--- config.mk ---
export PLATFORM = sky130hd
export DESIGN_NAME = unified_buffer
export DESIGN_NICKNAME = d
export VERILOG_FILES = /design/src/hw/ub_geom_pkg.sv /design/src/hw/ub_data_pkg.sv /design/src/hw/block_walker.sv /design/src/hw/unified_buffer.sv /design/src/hw/window_fetcher.sv /design/src/hw/window_store.sv
export VERILOG_INCLUDE_DIRS = /design/src /design/src/hw
export SDC_FILE = /design/constraint.sdc
export NUM_CORES = 1
export LEC_CHECK = 0
export BUFFER_PORTS_ARGS = -buffer_cell sky130_fd_sc_hd__buf_4
export CAP_MARGIN = 20
export CORE_AREA = 4 4 686 688
export DETAILED_ROUTE_END_ITERATION = 7
export DIE_AREA = 0 0 690 692
export PLACE_DENSITY = 0.37
export SLEW_MARGIN = 10
export SYNTH_ARGS = -nofsm -noshare
export SYNTH_HDL_FRONTEND = slang
export SYNTH_SLANG_ARGS = --single-unit
--- constraint.sdc ---
create_clock -name clk -period 7.12 [get_ports clk]
set_clock_uncertainty 0.2 [all_clocks]
set_input_delay 1.068 -clock clk [delete_from_list [all_inputs] [get_ports clk]]
set_output_delay 1.068 -clock clk [all_outputs]
set_load 0.05 [all_outputs]
--- src/hw/ub_config.svh ---
`ifndef UB_CONFIG_SVH
`define UB_CONFIG_SVH

// Image size limits, in pixels
`define UB_MAX_IMG_W 16
`define UB_MAX_IMG_H 16

// Window geometry
`define UB_WIN 7      // Window side
`define UB_STRIDE 4   // Step between window origins

// Largest padding on any side
`define UB_MAX_PAD 3

// Channel groups packed in one RAM word, 4 channels each
`define UB_LANES 4

// One pixel word carries one channel group
`define UB_PIXEL_W 32

`define UB_RAM_ADDR_W 8

`endif

--- src/hw/ub_geom_pkg.sv ---
`default_nettype none

`include "ub_config.svh"

package ub_geom_pkg;

    typedef logic [$clog2(`UB_MAX_IMG_W + 1)-1:0] dim_t;   // Width or height
    typedef logic [$clog2(`UB_MAX_PAD + 1)-1:0] pad_t;

    typedef struct packed {
        dim_t                                        width;
        dim_t                                        height;
        logic [$clog2(`UB_LANES * `UB_LANES + 1)-1:0] num_channels;
        pad_t                                        pad_top;
        pad_t                                        pad_bottom;
        pad_t                                        pad_left;
        pad_t                                        pad_right;
    } img_cfg_t;

    // Image coordinate, negative inside top and left padding
    typedef logic signed [$clog2(`UB_MAX_IMG_W + 2 * `UB_MAX_PAD):0] coord_t;

    typedef logic [$clog2(`UB_WIN)-1:0] win_idx_t;     // Position inside the window
    typedef logic [$clog2(`UB_LANES)-1:0] group_t;

    typedef enum logic [2:0] {
        IDLE,
        FETCH,     // Window being filled
        PRESENT    // Block offered on the output
    } walk_state_t;

    typedef struct packed {
        coord_t origin_row;
        coord_t origin_col;
        group_t group;
    } fetch_req_t;

endpackage

`default_nettype wire

--- src/hw/ub_data_pkg.sv ---
`default_nettype none

`include "ub_config.svh"

package ub_data_pkg;

    import ub_geom_pkg::*;

    typedef logic [`UB_PIXEL_W-1:0] pixel_t;
    typedef logic [`UB_RAM_ADDR_W-1:0] ram_addr_t;

    // Lane 3 carries group 0, lane 0 carries group 3
    typedef pixel_t [`UB_LANES-1:0] ram_word_t;

    typedef struct packed {
        logic      re;
        ram_addr_t addr;
    } ram_req_t;

    // One window position on its way into the store
    typedef struct packed {
        logic     valid;
        logic     pad;     // Outside the image, write zero
        win_idx_t row;
        win_idx_t col;
        group_t   group;
    } store_wr_t;

    typedef pixel_t [`UB_WIN-1:0][`UB_WIN-1:0] window_t;   // [row][col]

    typedef struct packed {
        window_t window;
        coord_t  origin_row;
        coord_t  origin_col;
        group_t  group;
        logic    last_group;   // Final group of this spatial block
        logic    last_block;   // Final block of the image
    } block_t;

endpackage

`default_nettype wire

--- src/hw/block_walker.sv ---
`timescale 1ns/1ps
`default_nettype none

`include "ub_config.svh"

module block_walker import ub_geom_pkg::*, ub_data_pkg::*; (
    input  logic       clk,
    input  logic       reset,
    input  img_cfg_t   cfg,
    input  logic       cfg_valid,
    output logic       cfg_ready,
    output img_cfg_t   cur_cfg,
    output fetch_req_t fetch_req,
    output logic       fetch_valid,
    input  logic       fetch_ready,
    input  logic       fill_done,
    input  window_t    window,
    output block_t     blk,
    output logic       blk_valid,
    input  logic       blk_ready
);

    walk_state_t state;
    coord_t      org_row;
    coord_t      org_col;
    group_t      grp;
    logic [3:0]  grp_cnt;
    group_t      last_grp;
    coord_t      last_row_org;
    coord_t      last_col_org;
    logic        is_last_grp;
    logic        is_last_col;
    logic        is_last_row;
    logic        is_last_blk;
    logic        cfg_xfer;
    logic        blk_xfer;

    function automatic coord_t neg_pad(input pad_t pad);
        return -coord_t'(pad);
    endfunction

    // Origin of the last window along one axis of the padded image
    function automatic coord_t last_origin(input dim_t size, input pad_t pad_a, input pad_t pad_b);
        coord_t padded;
        coord_t span;
        padded = coord_t'(size) + coord_t'(pad_a) + coord_t'(pad_b);
        span = padded - coord_t'(`UB_WIN - `UB_STRIDE + 1);   // Rounds the step count up
        return coord_t'((span / `UB_STRIDE) * `UB_STRIDE) + neg_pad(pad_a);
    endfunction

    assign cfg_ready = (state == IDLE);
    assign blk_valid = (state == PRESENT);
    assign cfg_xfer  = cfg_valid && cfg_ready;
    assign blk_xfer  = blk_valid && blk_ready;

    always_ff @(posedge clk) begin
        if (cfg_xfer) cur_cfg <= cfg;
    end

    assign grp_cnt  = 4'((6'(cur_cfg.num_channels) + 6'(`UB_LANES - 1)) / `UB_LANES);
    assign last_grp = group_t'(grp_cnt - 4'd1);

    assign last_row_org = last_origin(cur_cfg.height, cur_cfg.pad_top, cur_cfg.pad_bottom);
    assign last_col_org = last_origin(cur_cfg.width, cur_cfg.pad_left, cur_cfg.pad_right);

    assign is_last_grp = (grp == last_grp);
    assign is_last_col = (org_col == last_col_org);
    assign is_last_row = (org_row == last_row_org);
    assign is_last_blk = is_last_grp && is_last_col && is_last_row;

    always_ff @(posedge clk) begin
        if (reset) begin
            state       <= IDLE;
            fetch_valid <= 1'b0;
            grp         <= '0;
            org_row     <= '0;
            org_col     <= '0;
        end else begin
            case (state)
                IDLE: begin
                    if (cfg_xfer) begin
                        org_row     <= neg_pad(cfg.pad_top);
                        org_col     <= neg_pad(cfg.pad_left);
                        grp         <= '0;
                        fetch_valid <= 1'b1;
                        state       <= FETCH;
                    end
                end
                FETCH: begin
                    if (fetch_valid && fetch_ready) fetch_valid <= 1'b0;
                    if (fill_done) state <= PRESENT;
                end
                PRESENT: begin
                    if (blk_xfer) begin
                        if (is_last_blk) begin
                            state <= IDLE;
                        end else begin
                            fetch_valid <= 1'b1;
                            state       <= FETCH;
                        end
                        if (!is_last_grp) begin
                            grp <= grp + 1'b1;   // Same spot, next 4 channels
                        end else begin
                            grp <= '0;
                            if (!is_last_col) begin
                                org_col <= org_col + coord_t'(`UB_STRIDE);
                            end else begin
                                org_col <= neg_pad(cur_cfg.pad_left);   // Wrap to next row
                                org_row <= org_row + coord_t'(`UB_STRIDE);
                            end
                        end
                    end
                end
                default: state <= IDLE;
            endcase
        end
    end

    assign fetch_req = '{origin_row: org_row, origin_col: org_col, group: grp};

    assign blk = '{window: window, origin_row: org_row, origin_col: org_col, group: grp,
                   last_group: is_last_grp, last_block: is_last_blk};

    // Store must not refill the window while a block waits
    a_blk_hold: assert property (@(posedge clk) disable iff (reset)
        blk_valid && !blk_ready |=> blk_valid && $stable(blk));

    a_fetch_state: assert property (@(posedge clk) disable iff (reset)
        fetch_valid |-> state == FETCH);

endmodule

`default_nettype wire

--- src/hw/unified_buffer.sv ---
`timescale 1ns/1ps
`default_nettype none

module unified_buffer import ub_geom_pkg::*, ub_data_pkg::*; (
    input  logic      clk,
    input  logic      reset,
    input  img_cfg_t  cfg,
    input  logic      cfg_valid,
    output logic      cfg_ready,
    output ram_req_t  ram_req,
    input  ram_word_t ram_dout,
    output block_t    blk,
    output logic      blk_valid,
    input  logic      blk_ready
);

    img_cfg_t   cur_cfg;       // Held by the walker for the whole image
    fetch_req_t fetch_req;
    logic       fetch_valid;
    logic       fetch_ready;
    store_wr_t  store_wr;
    logic       fill_done;
    window_t    window;

    block_walker u_walker (
        .clk         (clk),
        .reset       (reset),
        .cfg         (cfg),
        .cfg_valid   (cfg_valid),
        .cfg_ready   (cfg_ready),
        .cur_cfg     (cur_cfg),
        .fetch_req   (fetch_req),
        .fetch_valid (fetch_valid),
        .fetch_ready (fetch_ready),
        .fill_done   (fill_done),
        .window      (window),
        .blk         (blk),
        .blk_valid   (blk_valid),
        .blk_ready   (blk_ready)
    );

    window_fetcher u_fetcher (
        .clk         (clk),
        .reset       (reset),
        .cur_cfg     (cur_cfg),
        .fetch_req   (fetch_req),
        .fetch_valid (fetch_valid),
        .fetch_ready (fetch_ready),
        .ram_req     (ram_req),
        .store_wr    (store_wr)
    );

    window_store u_store (
        .clk       (clk),
        .reset     (reset),
        .ram_dout  (ram_dout),
        .store_wr  (store_wr),
        .fill_done (fill_done),
        .window    (window)
    );

endmodule

`default_nettype wire

--- src/hw/window_fetcher.sv ---
`timescale 1ns/1ps
`default_nettype none

`include "ub_config.svh"

module window_fetcher import ub_geom_pkg::*, ub_data_pkg::*; (
    input  logic       clk,
    input  logic       reset,
    input  img_cfg_t   cur_cfg,
    input  fetch_req_t fetch_req,
    input  logic       fetch_valid,
    output logic       fetch_ready,
    output ram_req_t   ram_req,
    output store_wr_t  store_wr
);

    localparam win_idx_t LAST_IDX = win_idx_t'(`UB_WIN - 1);

    logic       busy;
    fetch_req_t req_q;
    win_idx_t   row;
    win_idx_t   col;
    coord_t     abs_row;
    coord_t     abs_col;
    logic       pad;
    ram_addr_t  addr;

    assign fetch_ready = !busy;

    always_ff @(posedge clk) begin
        if (fetch_valid && fetch_ready) req_q <= fetch_req;
    end

    // Row-major walk over the 49 positions, one per cycle
    always_ff @(posedge clk) begin
        if (reset) begin
            busy <= 1'b0;
            row  <= '0;
            col  <= '0;
        end else if (!busy) begin
            if (fetch_valid) begin
                busy <= 1'b1;
                row  <= '0;
                col  <= '0;
            end
        end else if (col == LAST_IDX) begin
            col <= '0;
            if (row == LAST_IDX) begin
                busy <= 1'b0;
            end else begin
                row <= row + 1'b1;
            end
        end else begin
            col <= col + 1'b1;
        end
    end

    assign abs_row = req_q.origin_row + coord_t'(row);
    assign abs_col = req_q.origin_col + coord_t'(col);

    // Anything outside the image is padding
    assign pad = (abs_row < 0) || (abs_row >= coord_t'(cur_cfg.height)) ||
                 (abs_col < 0) || (abs_col >= coord_t'(cur_cfg.width));

    assign addr = ram_addr_t'(abs_row) * ram_addr_t'(cur_cfg.width) + ram_addr_t'(abs_col);

    assign ram_req = '{re: busy && !pad, addr: addr};

    assign store_wr = '{valid: busy, pad: pad, row: row, col: col, group: req_q.group};

    // Padding never reaches the RAM, so reads stay inside the image area
    a_read_in_image: assert property (@(posedge clk) disable iff (reset)
        ram_req.re |-> 10'(ram_req.addr) < 10'(cur_cfg.width) * 10'(cur_cfg.height));

endmodule

`default_nettype wire

--- src/hw/window_store.sv ---
`timescale 1ns/1ps
`default_nettype none

`include "ub_config.svh"

module window_store import ub_geom_pkg::*, ub_data_pkg::*; (
    input  logic      clk,
    input  logic      reset,
    input  ram_word_t ram_dout,
    input  store_wr_t store_wr,
    output logic      fill_done,
    output window_t   window
);

    localparam win_idx_t LAST_IDX = win_idx_t'(`UB_WIN - 1);

    store_wr_t wr_q;    // Entry lined up with ram_dout
    pixel_t    lane;
    pixel_t    rev;
    pixel_t    pix;
    window_t   win_q;

    always_ff @(posedge clk) begin
        wr_q <= store_wr;
        if (reset) wr_q.valid <= 1'b0;
    end

    // Group 0 sits in the top lane
    assign lane = ram_dout[group_t'(`UB_LANES - 1) - wr_q.group];

    // RAM words are little-endian per lane
    assign rev = {<<8{lane}};
    assign pix = wr_q.pad ? '0 : rev;

    always_ff @(posedge clk) begin
        if (wr_q.valid) begin
            win_q[wr_q.row][wr_q.col] <= pix;
        end
    end

    always_ff @(posedge clk) begin
        if (reset) begin
            fill_done <= 1'b0;
        end else begin
            fill_done <= wr_q.valid && (wr_q.row == LAST_IDX) && (wr_q.col == LAST_IDX);
        end
    end

    assign window = win_q;

    // An image position needs a read one cycle earlier, so RAM data must be known here
    a_read_data: assert property (@(posedge clk) disable iff (reset)
        wr_q.valid && !wr_q.pad |-> !$isunknown(lane));

endmodule

`default_nettype wire

==> run_results.csv <==
group,metric,value,unit
cells_and_area,seqCellArea,0.04887,sq mm
setup_path,cp-end-kind,"output pin",
min_path,hold_path_startpoint,"u_fetcher.store_wr[0]",
setup_path,r2r_cells,19,
setup_path,rr_startpoint,"u_walker.cur_cfg[19]",
logic_synthesis,yosys_warnings,0,
logic_synthesis,ys_top_cells_by_area,"edfxtp_1 (90%), mux4_2 (1.3%), dfxtp_1 (1.3%)",
min_path,hp-class,"reg2reg",
clocking,cts_tree,"built",
routing,postRouteAntennaNets,0,
setup_path,crit_required,5.85,ns
pwr,vdd_drop_max,0.2165,mV
placed_design,dp_slack,0.5412,ns
cells_and_area,multi_input_area,0.005070,sq mm
logic_synthesis,async_flop_share,0,%
logic_synthesis,synth_top_area_share,90.09,%
clocking,cts_root_buf,"clkbuf_16",
min_path,min_to,"u_store.wr_q[0]",
cells_and_area,fillerInstances,50290,
floorplanning,die_w,690,um
logic_synthesis,netlist_instances,2210,
min_path,hold_depth,0,
routing,drt_iter0_drc,3192,
clocking,clk_latency,0.84,ns
timing,min_period,6.924,ns
timing,finalHoldViolations,0,
logic_synthesis,yosysMostFrequentCell,"edfxtp_1",
timing,tightest_slew,1.122,ns
logic_synthesis,ys_seq_elements,1639,
logic_synthesis,syn_area_per_cell,24.19,sq um
routing,drt-total-wl,274800,um
logic_synthesis,ys_seq_area_share,91.40,%
timing,period_share,97.25,%
setup_path,reg2reg_slack,1.77,ns
timing,fmax,144.4,MHz
grt,grt_pass1_vias,31710,
flow_run,cap_viol_max_count,0,
setup_path,cp_max_fo,3,
logic_synthesis,synth-edff-count,1604,
floorplanning,io_pins,1750,
cells_and_area,syn_to_final_growth,53.92,%
clocking,clkSlewWorstSetupHoldPaths,0.06,ns
floorplanning,initial_core_util,11.53,%
logic_synthesis,synth_area,0.05347,sq mm
floorplanning,die_h,692,um
routing,firstDrtPassIters,5,
placed_design,portBuffers,1748,
floorplanning,rows,250,
clocking,clock-sinks,1639,
timing,grt_setup_unrepaired,"yes",
outcome,status,"completed",
setup_path,reg2reg_to,"u_walker.org_col[3]",
timing,slew_viol_final,0,
placed_design,placed_area,0.07581,sq mm
pwr,leakage,29.33,nW
routing,wire_per_inst,25.90,um
grt,grt.total_usage,10.92,%
setup_path,critPathKind,"reg2out",
logic_synthesis,synthFlopType,"edfxtp_1",
timing,setup_ws,0.1959,ns
routing,vias_per_cell,2.938,
clocking,numCtsBuffers,193,
grt,grt_pass1_wl,343600,um
logic_synthesis,synth_common_cells,"edfxtp_1 (1604), nor2_1 (94), ha_1 (56)",
timing,finalSetupViolCount,0,
grt,antenna_found_initial,64,
clocking,clockBufferDepth,4,
grt,gr-total-overflow,0,
logic_synthesis,yosysTopAreaCell,"edfxtp_1",
placed_design,dpl.hpwl,202300,um
routing,drc,0,
cells_and_area,final_core_util,17.75,%
clocking,htreeDepth,4,
floorplanning,die-area,0.4775,sq mm
cells_and_area,final_net_count,4502,
placed_design,gp_congestion,0.7348,
cells_and_area,drive_gt1_share,52.28,%
cells_and_area,final_area,0.08230,sq mm
setup_path,arrival,5.66,ns
floorplanning,fp.coreArea,0.4636,sq mm
pwr,p_per_area,266.8,mW/mm^2
timing,relSlewSlack,25.00,%
setup_path,crit_path_start_kind,"flop",
logic_synthesis,synth_nets,2445,
routing,via_count,31180,
logic_synthesis,ys_types,62,
grt,grt_max_degree,33,
==> per-stage QoR <==
step	setup TNS, ns	instances	total power [mW]	hold slack, ns
detailed placement	0	10230	12.41	0.1293
floorplan	0	2210	11.55	0.1233
finish	0	10610	21.95	0.1548
global placement	0	10230	12.41	0.1384
global route	-0.1199	10600	22.79	0.08575
CTS	-0.08893	10590	22.36	0.04685
==> cell usage in the layout, fill, tap and decap left out, types with 13 or more instances in the layout <==
master     netlist  layout
nand2_1         37      35
edfxtp_1      1604    1604
and2_1          14      13
buf_4            3    1867
bufinv_16        0      13
nor2_1          94      40
nor2b_4          0      32
clkbuf_1        12      53
inv_1           53      48
ha_1            56      51
clkinv_2         0      23
a21oi_1         21      19
mux4_2          32      32
nor2_4           0      49
xnor2_1         38      35
dfxtp_1         35      32
fa_1            24      22
clkinv_1         2      34
diode_2          0      16
clkbuf_16        0     194
==> cell type report <==
class | instances | share of cell area [%]
tap | 6174 | 9.387
multi-input combinational | 497 | 6.161
clock buffer | 247 | 6.141
clock inverter | 103 | 1.270
timing repair buffer | 1881 | 17.36
inverter | 55 | 0.2509
sequential | 1639 | 59.39
antenna | 16 | 0.04865
==> report_power, final <==
part	leakage (nW)	internal (mW)	switching [mW]	total [mW]
logic	11.3	0.530	1.04	1.57
clock network	2.93	5.53	4.21	9.74
registers	15.1	10.6	0.0395	10.6
total	29.3	16.7	5.29	22.0
==> state kept, by name, summed over array words and instances, names as in the netlist <==
register,flops
u_store.window,1568
u_store.fill_done,1
u_fetcher.store_wr,2
u_fetcher.col,3
u_walker.state,2
u_walker.grp,2
u_fetcher.req_q,12
u_walker.cur_cfg,22
u_walker.fetch_valid,1
u_fetcher.row,3
u_walker.org_col,6
u_store.wr_q,10
u_fetcher.busy,1
u_walker.org_row,6
==> logic make-up after synthesis <==
| family | Yosys count | share of synthesized area (%) |
|---|---|---|
| compound gates | 71 | 0.9314 |
| buf+inv | 74 | 0.5476 |
| flops | 1639 | 91.40 |
| mux | 42 | 1.580 |
| simple gates | 249 | 2.343 |
| fa+ha+maj | 80 | 2.209 |
| xor+xnor | 55 | 0.9899 |
==> worst max path at each step <==
stage,start,to,slack [ns],depth (start not counted)
floorplan,u_fetcher.req_q[8],ram_req[7],0.75,18
global placement,u_fetcher.req_q[8],ram_req[7],0.44,21
detailed placement,u_fetcher.req_q[8],ram_req[7],0.54,21
CTS,u_fetcher.req_q[8],ram_req[7],-0.09,20
global route,u_fetcher.req_q[8],ram_req[7],-0.12,20
finish,u_fetcher.req_q[8],ram_req[7],0.20,21
==> layer usage <==
| metal | vias to the layer above | global-route usage, % | part of all wire [%] |
|---|---|---|---|
| met4 | 10 | 2.510 | 2.1 |
| met2 | 1767 | 20.52 | 54 |
| met3 | 289 | 2.977 | 8.1 |
| met5 | - | 0 | 0.025 |
| li1 | 12900 | - | - |
| met1 | 16220 | 12.10 | 36 |
==> worst max-delay path, cell delays in order, from the launching register on <==
cell and delay, ns:
edfxtp_1 0.42, ha_4 0.19, fa_2 0.34, a21o_1 0.20, nand2_2 0.10, xor2_4 0.21, inv_2 0.07, and2_4 0.16
fa_1 0.52, ha_4 0.22, fa_1 0.48, fa_1 0.61, ha_4 0.22, inv_2 0.06, nor2_2 0.03, nor2_2 0.11
o21bai_2 0.08, a21oi_2 0.16, xnor2_1 0.14, xnor2_1 0.14, buf_4 0.18, buf_8 0.15
==> what timing repair did <==
item,4_1_cts,5_1_grt
gates resized for setup,26,10
pin swaps,27,23
endpoints found under the setup margin,3,3
hold buffers,0,0
hold endpoints to repair,0,0
buffers inserted,4,3
cloned,0,0
Note: power is estimated with default switching activity, not from simulation.
